$ cat src/spi_cfg.svh
`ifndef SPI_CFG_SVH
`define SPI_CFG_SVH

// character lane, wide enough for the longest character
`define SPI_LANE_BITS    16

// packed word assembled by the slave
`define SPI_WORD_BITS    32

// entries in the slave transmit table
`define SPI_TX_DEPTH     8

// system clocks per sck half period
`define SPI_HALF_DIV     4

// flops on sck, cs and mosi in the slave
`define SPI_SYNC_STAGES  2

`endif

$ cat src/spi_mode_pkg.sv
package spi_mode_pkg;

    // number of bits in a character minus one
    typedef logic [3:0] char_len_t;

    // bus mode shared by master and slave
    typedef struct packed {
        logic cpol;   // sck idle level
        logic cpha;   // sample on second edge
        logic cspol;  // cs active low
        logic rev;    // lsb first
    } spi_mode_t;

    // characters longer than eight bits use the full 16-bit lane;
    // shorter ones sit zero-extended in an 8-bit lane
    function automatic logic wide_lane(char_len_t len);
        logic wide;
        wide = (len > 4'd7);
        return wide;
    endfunction

endpackage

$ cat src/spi_data_pkg.sv
`include "spi_cfg.svh"

package spi_data_pkg;

    // one character as it travels on the lane
    typedef logic [`SPI_LANE_BITS-1:0] spi_char_t;

    // packed word, two 16-bit or four 8-bit lanes
    typedef logic [`SPI_WORD_BITS-1:0] spi_word_t;

    // address into the transmit table
    typedef logic [$clog2(`SPI_TX_DEPTH)-1:0] tx_idx_t;

endpackage

$ cat src/spi_master_char.sv
`timescale 1ns/1ps
`include "spi_cfg.svh"

module spi_master_char (
    input  logic                    S_SYSCLK,
    input  logic                    arst_n,
    input  spi_mode_pkg::spi_mode_t mode,
    input  spi_mode_pkg::char_len_t char_len,
    input  logic                    m_start,
    input  logic                    m_hold,
    input  spi_data_pkg::spi_char_t m_tx_char,
    output logic                    m_busy,
    output logic                    m_done,
    output spi_data_pkg::spi_char_t m_rx_char,
    output logic                    spi_sck,
    output logic                    spi_cs,
    output logic                    spi_mosi,
    input  logic                    spi_miso
);

    import spi_mode_pkg::*;
    import spi_data_pkg::*;

    localparam int DIV_W = $clog2(`SPI_HALF_DIV);

    logic [DIV_W-1:0] div_cnt;
    logic [5:0]       edge_cnt;     // sck edges issued so far
    logic [5:0]       edge_total;
    logic             sck_tgl;      // high between leading and trailing edge
    logic             cs_act;
    logic             hold_q;       // keep cs after this character
    logic             half_tick;
    logic             last_half;
    logic             sample_edge;
    char_len_t        tx_bit;
    char_len_t        rx_bit;
    char_len_t        tx_idx;
    char_len_t        rx_idx;
    spi_char_t        tx_sr;

    assign edge_total  = {1'b0, char_len, 1'b1} + 6'd1;  // two per bit
    assign half_tick   = (div_cnt == DIV_W'(`SPI_HALF_DIV - 1));
    assign last_half   = (edge_cnt == edge_total);
    assign sample_edge = mode.cpha ? sck_tgl : ~sck_tgl;  // next edge samples
    assign tx_idx      = mode.rev ? tx_bit : char_len - tx_bit;
    assign rx_idx      = mode.rev ? rx_bit : char_len - rx_bit;

    assign spi_sck  = sck_tgl ^ mode.cpol;
    assign spi_cs   = cs_act ^ mode.cspol;
    assign spi_mosi = cs_act & tx_sr[tx_idx];

    always_ff @(posedge S_SYSCLK or negedge arst_n) begin
        if (!arst_n) begin
            m_busy   <= 1'b0;
            m_done   <= 1'b0;
            cs_act   <= 1'b0;
            hold_q   <= 1'b0;
            sck_tgl  <= 1'b0;
            div_cnt  <= '0;
            edge_cnt <= '0;
            tx_bit   <= '0;
            rx_bit   <= '0;
        end else begin
            m_done <= 1'b0;
            if (!m_busy) begin
                if (m_start) begin
                    m_busy   <= 1'b1;
                    cs_act   <= 1'b1;
                    hold_q   <= m_hold;
                    div_cnt  <= '0;
                    edge_cnt <= '0;
                    tx_bit   <= '0;
                    rx_bit   <= '0;
                end
            end else if (!half_tick) begin
                div_cnt <= div_cnt + 1'b1;
            end else begin
                div_cnt <= '0;
                if (last_half) begin
                    m_busy <= 1'b0;
                    m_done <= 1'b1;
                    cs_act <= hold_q;  // drop cs unless held
                end else begin
                    sck_tgl  <= ~sck_tgl;
                    edge_cnt <= edge_cnt + 1'b1;
                    if (sample_edge) begin
                        rx_bit <= (rx_bit == char_len) ? '0 : rx_bit + 1'b1;
                    end else if (rx_bit != '0) begin
                        tx_bit <= tx_bit + 1'b1;  // no shift before first sample
                    end
                end
            end
        end
    end

    always_ff @(posedge S_SYSCLK) begin
        if (!m_busy && m_start) begin
            tx_sr     <= m_tx_char;
            m_rx_char <= '0;  // short characters read zero-extended
        end else if (m_busy && half_tick && !last_half && sample_edge) begin
            m_rx_char[rx_idx] <= spi_miso;
        end
    end

endmodule

$ cat src/spi_slave_trx_char.sv
`timescale 1ns/1ps
`include "spi_cfg.svh"

module spi_slave_trx_char (
    input  logic                    S_SYSCLK,
    input  logic                    arst_n,
    input  logic                    enable,
    input  spi_mode_pkg::spi_mode_t mode,
    input  spi_mode_pkg::char_len_t char_len,
    input  logic                    spi_cs,
    input  logic                    spi_sck,
    input  logic                    spi_mosi,
    output logic                    spi_miso,
    output logic                    slv_active,
    output logic                    slv_char_done,
    input  spi_data_pkg::spi_char_t s_wchar,
    output spi_data_pkg::spi_char_t slv_rx_char
);

    import spi_mode_pkg::*;
    import spi_data_pkg::*;

    localparam int SYNC = `SPI_SYNC_STAGES;

    logic [SYNC-1:0] sck_sync;
    logic [SYNC-1:0] cs_sync;
    logic [SYNC-1:0] mosi_sync;
    logic            sck_prev;
    logic            cs_on_q;
    logic            done_d;      // packer has updated s_wchar
    logic            sck_s;
    logic            cs_on;
    logic            sck_edge;
    logic            lead_lvl;
    logic            sample_edge;
    logic            shift_edge;
    logic            load;
    char_len_t       bit_cnt;
    char_len_t       tx_bit;
    char_len_t       tx_idx;
    char_len_t       rx_idx;
    spi_char_t       w_sr;
    spi_char_t       rx_next;

    assign sck_s       = sck_sync[SYNC-1];
    assign cs_on       = enable & (cs_sync[SYNC-1] ^ mode.cspol);
    assign slv_active  = cs_on;
    assign sck_edge    = sck_s ^ sck_prev;
    assign lead_lvl    = sck_s ^ mode.cpol;  // sck away from idle
    assign sample_edge = cs_on & sck_edge & (mode.cpha ? ~lead_lvl : lead_lvl);
    assign shift_edge  = cs_on & sck_edge & (mode.cpha ? lead_lvl : ~lead_lvl)
                         & (bit_cnt != '0);
    assign load        = cs_on & (~cs_on_q | done_d);  // frame start or next char
    assign tx_idx      = mode.rev ? tx_bit : char_len - tx_bit;
    assign rx_idx      = mode.rev ? bit_cnt : char_len - bit_cnt;
    assign spi_miso    = cs_on & w_sr[tx_idx];

    always_comb begin
        rx_next         = (bit_cnt == '0) ? '0 : slv_rx_char;
        rx_next[rx_idx] = mosi_sync[SYNC-1];
    end

    always_ff @(posedge S_SYSCLK or negedge arst_n) begin
        if (!arst_n) begin
            sck_sync      <= '0;
            cs_sync       <= '0;
            mosi_sync     <= '0;
            sck_prev      <= 1'b0;
            cs_on_q       <= 1'b0;
            done_d        <= 1'b0;
            slv_char_done <= 1'b0;
            bit_cnt       <= '0;
            tx_bit        <= '0;
        end else begin
            sck_sync      <= {sck_sync[SYNC-2:0], spi_sck};
            cs_sync       <= {cs_sync[SYNC-2:0], spi_cs};
            mosi_sync     <= {mosi_sync[SYNC-2:0], spi_mosi};
            sck_prev      <= sck_s;
            cs_on_q       <= cs_on;
            done_d        <= slv_char_done;
            slv_char_done <= sample_edge && (bit_cnt == char_len);
            if (!cs_on) begin
                bit_cnt <= '0;
                tx_bit  <= '0;
            end else begin
                if (sample_edge) begin
                    bit_cnt <= (bit_cnt == char_len) ? '0 : bit_cnt + 1'b1;
                end
                if (load) begin
                    tx_bit <= '0;
                end else if (shift_edge) begin
                    tx_bit <= tx_bit + 1'b1;
                end
            end
        end
    end

    always_ff @(posedge S_SYSCLK) begin
        if (load) begin
            w_sr <= s_wchar;
        end
        if (sample_edge) begin
            slv_rx_char <= rx_next;
        end
    end

endmodule

$ cat src/spi_slave_model.sv
`timescale 1ns/1ps
`include "spi_cfg.svh"

module spi_slave_model (
    input  logic                    S_SYSCLK,
    input  logic                    arst_n,
    input  logic                    enable,
    input  spi_mode_pkg::char_len_t char_len,
    input  logic                    slv_active,
    input  logic                    slv_char_done,
    input  spi_data_pkg::spi_char_t slv_rx_char,
    output spi_data_pkg::spi_char_t s_wchar,
    input  logic                    tx_wr,
    input  spi_data_pkg::tx_idx_t   tx_addr,
    input  spi_data_pkg::spi_word_t tx_wdata,
    output logic                    rx_word_valid,
    output spi_data_pkg::spi_word_t rx_word
);

    import spi_mode_pkg::*;
    import spi_data_pkg::*;

    localparam int LANE  = `SPI_LANE_BITS;
    localparam int HALF  = LANE / 2;
    localparam int IDX_W = $bits(tx_idx_t);

    spi_word_t        tx_tab [`SPI_TX_DEPTH];
    spi_word_t        tx_word;
    spi_word_t        rx_acc;
    spi_word_t        rx_merge;
    logic [IDX_W+1:0] tx_cnt;     // word index above lane index
    logic [1:0]       rx_idx;     // lane of next received char
    tx_idx_t          word_idx;
    logic             wide;
    logic             word_last;
    logic             rx_take;

    assign wide      = wide_lane(char_len);
    assign word_idx  = wide ? tx_cnt[IDX_W:1] : tx_cnt[IDX_W+1:2];
    assign tx_word   = tx_tab[word_idx];
    assign word_last = wide ? rx_idx[0] : (rx_idx == 2'd3);
    assign rx_take   = slv_char_done & slv_active;

    always_comb begin
        if (wide) begin
            s_wchar = tx_word[int'(tx_cnt[0]) * LANE +: LANE];
        end else begin
            s_wchar = {{(LANE - HALF){1'b0}}, tx_word[int'(tx_cnt[1:0]) * HALF +: HALF]};
        end
    end

    always_comb begin
        rx_merge = rx_acc;
        if (wide) begin
            rx_merge[int'(rx_idx[0]) * LANE +: LANE] = slv_rx_char;
        end else begin
            rx_merge[int'(rx_idx) * HALF +: HALF] = slv_rx_char[HALF-1:0];
        end
    end

    always_ff @(posedge S_SYSCLK) begin
        if (tx_wr) begin
            tx_tab[tx_addr] <= tx_wdata;
        end
        if (rx_take) begin
            rx_acc <= rx_merge;
        end
        if (rx_take && word_last) begin
            rx_word <= rx_merge;
        end
    end

    always_ff @(posedge S_SYSCLK or negedge arst_n) begin
        if (!arst_n) begin
            tx_cnt        <= '0;
            rx_idx        <= '0;
            rx_word_valid <= 1'b0;
        end else begin
            rx_word_valid <= rx_take & word_last;
            if (!enable) begin
                tx_cnt <= '0;  // restart at entry 0, lane 0
            end else if (slv_char_done) begin
                tx_cnt <= tx_cnt + 1'b1;  // wraps through the table
            end
            if (!slv_active) begin
                rx_idx <= '0;  // partial word dropped
            end else if (slv_char_done) begin
                rx_idx <= word_last ? '0 : rx_idx + 1'b1;
            end
        end
    end

endmodule

$ cat src/spi_loop_top.sv
`timescale 1ns/1ps

module spi_loop_top (
    input  logic                    S_SYSCLK,
    input  logic                    arst_n,
    input  logic                    enable,
    input  spi_mode_pkg::spi_mode_t mode,
    input  spi_mode_pkg::char_len_t char_len,
    input  logic                    m_start,
    input  logic                    m_hold,
    input  spi_data_pkg::spi_char_t m_tx_char,
    output logic                    m_busy,
    output logic                    m_done,
    output spi_data_pkg::spi_char_t m_rx_char,
    input  logic                    tx_wr,
    input  spi_data_pkg::tx_idx_t   tx_addr,
    input  spi_data_pkg::spi_word_t tx_wdata,
    output logic                    rx_word_valid,
    output spi_data_pkg::spi_word_t rx_word,
    output logic                    spi_sck,
    output logic                    spi_cs,
    output logic                    spi_mosi,
    output logic                    spi_miso
);

    import spi_data_pkg::*;

    spi_char_t s_wchar;        // next char from packer
    spi_char_t slv_rx_char;
    logic      slv_active;
    logic      slv_char_done;

    spi_master_char master_i (
        .S_SYSCLK  (S_SYSCLK),
        .arst_n    (arst_n),
        .mode      (mode),
        .char_len  (char_len),
        .m_start   (m_start),
        .m_hold    (m_hold),
        .m_tx_char (m_tx_char),
        .m_busy    (m_busy),
        .m_done    (m_done),
        .m_rx_char (m_rx_char),
        .spi_sck   (spi_sck),
        .spi_cs    (spi_cs),
        .spi_mosi  (spi_mosi),
        .spi_miso  (spi_miso)
    );

    spi_slave_trx_char slave_i (
        .S_SYSCLK      (S_SYSCLK),
        .arst_n        (arst_n),
        .enable        (enable),
        .mode          (mode),
        .char_len      (char_len),
        .spi_cs        (spi_cs),
        .spi_sck       (spi_sck),
        .spi_mosi      (spi_mosi),
        .spi_miso      (spi_miso),
        .slv_active    (slv_active),
        .slv_char_done (slv_char_done),
        .s_wchar       (s_wchar),
        .slv_rx_char   (slv_rx_char)
    );

    spi_slave_model model_i (
        .S_SYSCLK      (S_SYSCLK),
        .arst_n        (arst_n),
        .enable        (enable),
        .char_len      (char_len),
        .slv_active    (slv_active),
        .slv_char_done (slv_char_done),
        .slv_rx_char   (slv_rx_char),
        .s_wchar       (s_wchar),
        .tx_wr         (tx_wr),
        .tx_addr       (tx_addr),
        .tx_wdata      (tx_wdata),
        .rx_word_valid (rx_word_valid),
        .rx_word       (rx_word)
    );

endmodule

$ cat config.mk
export PLATFORM = sky130hd
export DESIGN_NAME = spi_loop_top
export DESIGN_NICKNAME = d
export VERILOG_FILES = /design/src/spi_mode_pkg.sv /design/src/spi_data_pkg.sv /design/src/spi_master_char.sv /design/src/spi_slave_trx_char.sv /design/src/spi_slave_model.sv /design/src/spi_loop_top.sv
export VERILOG_INCLUDE_DIRS = /design/src
export SDC_FILE = /design/constraint.sdc
export NUM_CORES = 1
export LEC_CHECK = 0
export ABC_AREA = 1
export BUFFER_PORTS_ARGS = -buffer_cell sky130_fd_sc_hd__buf_2
export CAP_MARGIN = 20
export CORE_MARGIN = 8
export CORE_UTILIZATION = 35
export CTS_CLUSTER_SIZE = 16
export DETAILED_ROUTE_END_ITERATION = 8
export GPL_ROUTABILITY_DRIVEN = 0
export PLACE_DENSITY_LB_ADDON = 0.2
export SLEW_MARGIN = 20
export SYNTH_ARGS = -nofsm -noshare
export SYNTH_HDL_FRONTEND = slang
export SYNTH_SLANG_ARGS = --single-unit
$ cat constraint.sdc
create_clock -name S_SYSCLK -period 4.8 [get_ports S_SYSCLK]
set_input_delay 0.24 -clock S_SYSCLK [delete_from_list [all_inputs] [get_ports S_SYSCLK]]
set_output_delay 0.24 -clock S_SYSCLK [all_outputs]
set_load 0.005 [all_outputs]
==> impl_metrics.ini, run 1 <==
[route]
vias_per_cell = 4.818
wl_met2_um = 25220
vias = 14540
drt_first_iter_violations = 1087
wirelength_um = 51590
postRouteAntennaNets = 0
wl_per_cell_um = 17.09
dr_wl_met3_um = 2290
drc = 0
m1WireLength_um = 22980
dr.pass1.iters = 5
top_layer_used = met5

[grt]
grt_pass1_wl_um = 82520
grt_overflow = 0
grt_start_max_net_pins = 80
antenna_found_initial = 2
grt_util_all_layers_pct = 15.58
first_global_vias = 14530

[floorplanning]
core_area_um2 = 57370
die_area_um2 = 65660
initial_core_util_pct = 35.21
fp.dieH_um = 256.2
die_w_um = 256.2
rows = 88
io-pin-count = 120

[critical_path]
endpoint_kind = output port
startpoint = slave_i.tx_bit[0]$_DFFE_PN0P_
crit_arrival_ps = 3150
startpoint_type = flip-flop
crit_required_ps = 4560
path_class = flip-flop to output port
reg2reg_from = model_i.tx_cnt[1]$_DFFE_PN0P_
cp_max_fo = 17

[clock_tree]
clkTransAtPathRegs_ps = 60
clock-sinks = 431
clock_latency_ps = 620
post_cts_resized = 0
numCtsBuffers = 49
h-tree-depth = 2
clock_path_buffers = 3
cts_tree = done
cts_root_buf = clkbuf_16

[placement]
dp_hpwl_um = 32170
io_buffer_count = 119
dp_cells = 2871

[logic_synthesis]
synthCells = 2041
synth_fp_nets = 2138
syn_area_per_cell_um2 = 9.897
netlist_area_um2 = 20200
synth-main-ff-cell = edfxtp_1
async_reset_ff_share_pct = 10.90
synth_seq_area_share_pct = 62.12
yosys_warnings = 0
synth-seq-cells = 431
yosysUniqueCellTypes = 47
synth-edff-count = 368

[power_and_ir_drop]
power.density_nw_per_um2 = 428.9
leakagePower_uw = 0.009935
vdd_drop_max_mv = 0.2983

[min_path]
hold_start = tx_addr[1]
hold_class = input port to flip-flop

[sta]
hold_violations = 0
maxSlewViolCount = 0
skew_ps = 43.20
tightest_slew_ps = 1060
post-route-period-util_pct = 70.70
max_freq_ghz = 0.2947
rsz0062_at_grt = false
setup_viol_count_final = 0
layout_min_cycle_time_ps = 3393
relSlewSlack_pct = 28.77
timing.setup.tns_ps = 0

[finish]
drive_gt1_share_pct = 12.12
synthToLayoutAreaGrowth_pct = 18.22
final_nets = 2308
final_cells = 3018

[job]
maxCapViolations = 0

[status]
status = finished clean
final cells by class:
| class | count | area (um2) |
|---|---|---|
| Antenna cell | 1 | 2.502 |
| Fill cell | 5509 | 33480 |
| Inverter | 290 | 1089 |
| Timing Repair Buffer | 201 | 1356 |
| Sequential cell | 431 | 12550 |
| Clock inverter | 31 | 515.5 |
| Tap cell | 765 | 957.2 |
| Clock buffer | 61 | 1323 |
| Multi-Input combinational cell | 1238 | 6091 |
Yosys cell counts, drive strengths merged (17+ instances only):
cell type / count / area share (%)
nor2: 117 / 2.3
o21ai: 86 / 2.3
nand2: 559 / 10
clkbuf: 25 / 0.46
dfrtp: 47 / 5.8
ha: 28 / 1.7
buf: 57 / 2.3
a21oi: 100 / 2.6
nand3: 243 / 6.2
edfxtp: 368 / 55
inv: 286 / 5.3
xor2: 17 / 0.74
what timing repair did:
action | CTS | global route
hold buffers | 54 | 0
buffers inserted | 0 | 0
endpoints found under the setup margin | 0 | 0
hold endpoints to repair | 330 | 0
report_power, final:
part	internal (uW)	switching, uW
clock	2570	1590
sequential	4390	185
combinational	536	969
total	7500	2740
worst paths after layout:
check | endpoint | slack (ps) | cells past startpoint
hold / removal | model_i.tx_tab[7][27]$_DFFE_PP_ | 220 | 3
max in group asynchronous | model_i.tx_cnt[4]$_DFFE_PN0P_ | 4080 | 3
min in group asynchronous | master_i.m_busy$_DFF_PN0_ | 270 | 3
setup reg to reg | slave_i.w_sr[2]$_DFFE_PP_ | 1680 | 11
hold reg to reg | slave_i.sck_sync[1]$_DFF_PN0_ | 350 | 0
setup / recovery | spi_miso | 1410 | 12
cell families after synthesis:
group           Yosys count  share of synthesized area, %
flops                   431                         62.12
fa+ha+maj                32                         2.131
buf+inv                 372                         8.127
xor+xnor                 26                         1.127
simple gates            939                         19.56
compound gates          241                         6.938
layer usage:
metal / GRT usage [%] / vias up
li1: - / 7139
met4: 4.345 / 2
met2: 26.57 / 319
met5: 0 / -
met1: 20.43 / 7005
met3: 2.396 / 76
worst max-delay path: stages (launching register included):
cell     delay [ps]
dfrtp_1         480
ha_1            220
inv_1            50
fa_1            460
o21ai_0         440
nand3_1         160
nand2_1          90
nand2_1          50
nand2_1         110
nand2_1         100
nand3_4         220
inv_1            60
buf_2           120
flip-flops by register name, indices dropped and copies added (netlist names), 4 cells and up:
signal,cells
model_i.tx_tab,256
model_i.rx_acc,32
model_i.rx_word,32
master_i.m_rx_char,16
master_i.tx_sr,16
slave_i.slv_rx_char,16
slave_i.w_sr,16
master_i.edge_cnt,6
model_i.tx_cnt,5
master_i.rx_bit,4
master_i.tx_bit,4
slave_i.bit_cnt,4
slave_i.tx_bit,4
cells in the final DEF, fill, tap and decap left out, types with 9 or more instances in the layout:
cell / Yosys / routed
a211oi_1: 10 / 10
a21oi_1: 98 / 98
a22oi_1: 9 / 9
buf_2: 16 / 120
buf_4: 13 / 26
bufinv_16: 0 / 11
clkbuf_16: 0 / 50
clkinv_2: 0 / 9
dfrtp_1: 47 / 47
dfxtp_1: 16 / 16
dlygate4sd3_1: 0 / 54
edfxtp_1: 368 / 368
ha_1: 28 / 28
inv_1: 279 / 279
nand2_1: 553 / 553
nand3_1: 237 / 237
nand4_1: 9 / 9
nor2_1: 109 / 100
nor2_4: 1 / 9
o211ai_1: 16 / 16
o21ai_0: 63 / 63
o21ai_1: 18 / 18
xnor2_1: 9 / 9
xor2_1: 17 / 17
stage by stage:
stage / hold WS, ps / setup slack [ps] / power (uW) / area [um2] / util (%)
after floorplan: -55.59 / 1148 / 5637 / 20200 / -
after global placement: 337.3 / 1646 / 6112 / 21490 / 37.47
after detailed placement: 341.0 / 1569 / 6140 / 21500 / 37.48
after CTS: 181.9 / 1374 / 10380 / 23880 / 41.62
after global routing: 224.2 / 1143 / 10740 / 23880 / 41.63
final: 215.4 / 1407 / 10240 / 23880 / 41.63
Note: power is estimated with default switching activity, not from simulation.
==> run 2: changes to the inputs <==
ABC_AREA = 0   (was 1)
clock period = 3.6 ns   (was 4.8 ns; I/O delays follow)
==> impl_metrics.ini, run 2 <==
[status]
status = finished clean

[grt]
antenna_found_initial = 3
first_global_vias = 13890
grt_util_all_layers_pct = 15.37
grt_overflow = 0
grt_start_max_net_pins = 50
grt_pass1_wl_um = 81260

[min_path]
hold_start = tx_addr[1]
hold_class = input port to flip-flop

[sta]
layout_min_cycle_time_ps = 3398
maxSlewViolCount = 0
setup_viol_count_final = 0
hold_violations = 0
skew_ps = 19.74
relSlewSlack_pct = 31.52
max_freq_ghz = 0.2943
setup_slack_ps = 202.4
tightest_slew_ps = 1027
post-route-period-util_pct = 94.38

[floorplanning]
fp.dieH_um = 258.3
die_area_um2 = 66720
core_area_um2 = 58570
rows = 89
die_w_um = 258.3
initial_core_util_pct = 35.08
io-pin-count = 120

[route]
drt_first_iter_violations = 908
drc = 0
vias_per_cell = 5.355
postRouteAntennaNets = 0
wl_per_cell_um = 20.83
wirelength_um = 52980
vias = 13620
dr.pass1.iters = 5

[logic_synthesis]
synth-edff-count = 368
async_reset_ff_share_pct = 10.90
netlist_area_um2 = 20550
syn_area_per_cell_um2 = 13.33
synthCells = 1542
yosys_warnings = 0
synth_fp_nets = 1639
synth_seq_area_share_pct = 61.06
synth-seq-cells = 431
synth_common_cells = edfxtp_1, mux2i_1, nand2_1
synth_top_area_share_pct = 53.77
synth_area_leaders = edfxtp_1, mux2i_1, dfrtp_1
yosysUniqueCellTypes = 75
yosysMostFrequentCell = edfxtp_1
synth-main-ff-cell = edfxtp_1
synth_top_area_cell = edfxtp_1

[critical_path]
crit_required_ps = 3420
reg2reg_from = model_i.tx_cnt[1]$_DFFE_PN0P_
critical_path.most_common_cell = buf_4
crit_arrival_ps = 3220
endpoint_kind = output port
slowest_stage = dfrtp_2
r2r-end = slave_i.w_sr[6]$_DFFE_PP_
crit_path_end = spi_miso
startpoint_type = flip-flop
r2r_setup_slack_ps = 810
path_class = flip-flop to output port
critPathMaxStageDelay_ps = 470
cp_max_fo = 17
reg2reg_depth = 6
startpoint = slave_i.tx_bit[0]$_DFFE_PN0P_
cp_cell_sequence = ha_1, inv_1, fa_1, mux2i_4, buf_4, buf_4, mux2i_1, a22oi_1, nand3_1, mux2_4, inv_2, buf_2

[placement]
dp_hpwl_um = 34320
post_dp_cell_area_um2 = 22160
io_buffer_count = 119
place_ws_ps = 656.6

[finish]
final_nets = 1825
reg_top3 = model_i.tx_tab: 256 flops, model_i.rx_acc: 32 flops, model_i.rx_word: 32 flops
largest-register = model_i.tx_tab
finish.instance_area_um2 = 24390
drive_gt1_share_pct = 16.73
layout_common_cells = edfxtp_1, mux2i_1, buf_2
largest_register_ffs = 256
synthToLayoutAreaGrowth_pct = 18.68
final_common_cell = edfxtp_1

[power_and_ir_drop]
seqPwrFrac_pct = 47.3
p_int_uw = 9567
finalPower_uw = 12810
p_sw_uw = 3247
pwr-share-comb_pct = 12.7
clockPowerShare_pct = 40.0
sw_frac_of_total_pct = 25.34
leakagePower_uw = 0.008285
vdd_drop_max_mv = 0.3842
power.density_nw_per_um2 = 525.4

[clock_tree]
numCtsBuffers = 50
h-tree-depth = 2
clock_latency_ps = 580
clock-sinks = 431
clock_path_buffers = 3
cts_tree = done
cts_root_buf = clkbuf_16
clkTransAtPathRegs_ps = 60

[job]
maxCapViolations = 0
run 2: cell types whose count changed after synthesis, moves of 20 or more:
cell      delta
nand2_1    -439
inv_1      -256
mux2i_1    +242
nand3_1    -184
nor2_1      -62
o21ai_0     -51
o22ai_1     +42
a21oi_1     -35
nor2b_1     +29
a22oi_1     +25
nor3_1      +23
buf_6       -20
nand2b_1    +20
run 2: logic make-up after synthesis:
| kind of cell | count (synthesis) | synth area share, % |
|---|---|---|
| AND/OR/NAND/NOR | 363 | 8.914 |
| adder cells (fa/ha/maj) | 32 | 2.095 |
| flip-flops | 431 | 61.06 |
| multiplexers | 265 | 13.79 |
| AO/OA/AOI/OAI | 293 | 9.955 |
| XOR/XNOR | 32 | 1.400 |
| buffers and inverters | 126 | 2.789 |
run 2: layout make-up:
| class | count | area, um2 |
|---|---|---|
| sequential | 431 | 12560 |
| antenna | 2 | 5.005 |
| clock buffer | 59 | 1306 |
| inverter | 28 | 105.1 |
| tap | 773 | 967.2 |
| timing repair buffer | 232 | 1604 |
| fill | 5485 | 34190 |
| clock inverter | 34 | 345.3 |
| multi-input combinational | 985 | 7498 |
run 2: power by group through the flow:
stage | registers, uW | logic (uW) | clock network [uW]
after floorplan | 6070 | 1120 | 0
after global placement | 6160 | 1550 | 0
after detailed placement | 6160 | 1590 | 0
after CTS | 6060 | 1650 | 5270
after global routing | 6100 | 1830 | 5430
final | 6060 | 1630 | 5130
run 2: repair_timing:
item | 4_1_cts | 5_1_grt
endpoints found under the setup margin | 0 | 1
hold buffers | 54 | 0
buffers inserted | 0 | 4
gates resized for setup | 0 | 1
endpoints found under the hold margin | 330 | 0
run 2: per-layer routing:
layer  vias to the layer above  wire length [um]  global-route usage, %
li1                       6371                 -                      -
met1                      6828             23640                  20.46
met2                       341             25330                  25.46
met3                        80              2948                  3.015
met4                         2              1048                  4.281
met5                         -                10                      0
run 2: through the flow:
stage	setup TNS [ps]	hold slack, ps	std cells	utilization, %
floorplan	0	-115.6	1542	-
global placement	0	338.6	2390	37.82
detailed placement	0	340.4	2391	37.83
CTS	0	146.7	2538	41.58
global route	-2.716	185.2	2542	41.63
finish	0	183.3	2544	41.64
run 2: how the worst min path moves through the flow:
stage,end,slack (ps),cells past startpoint
2_1_floorplan,master_i.cs_act$_DFFE_PN0P_,-120,0
3_3_place_gp,slave_i.cs_sync[1]$_DFF_PN0_,340,0
6_report,model_i.tx_tab[4][15]$_DFFE_PP_,180,3
4_1_cts,model_i.tx_tab[4][11]$_DFFE_PP_,150,3
5_1_grt,model_i.tx_tab[4][11]$_DFFE_PP_,190,3
3_5_place_dp,slave_i.sck_sync[1]$_DFF_PN0_,340,0
run 2: worst max-delay path, delay by kind of cell, from the launching register on:
family | cells | cell delay [ps]
multiplexers | 3 | 740
adder cells (fa/ha/maj) | 2 | 650
buffers and inverters | 5 | 520
flip-flops | 1 | 470
AO/OA/AOI/OAI | 1 | 160
AND/OR/NAND/NOR | 1 | 100
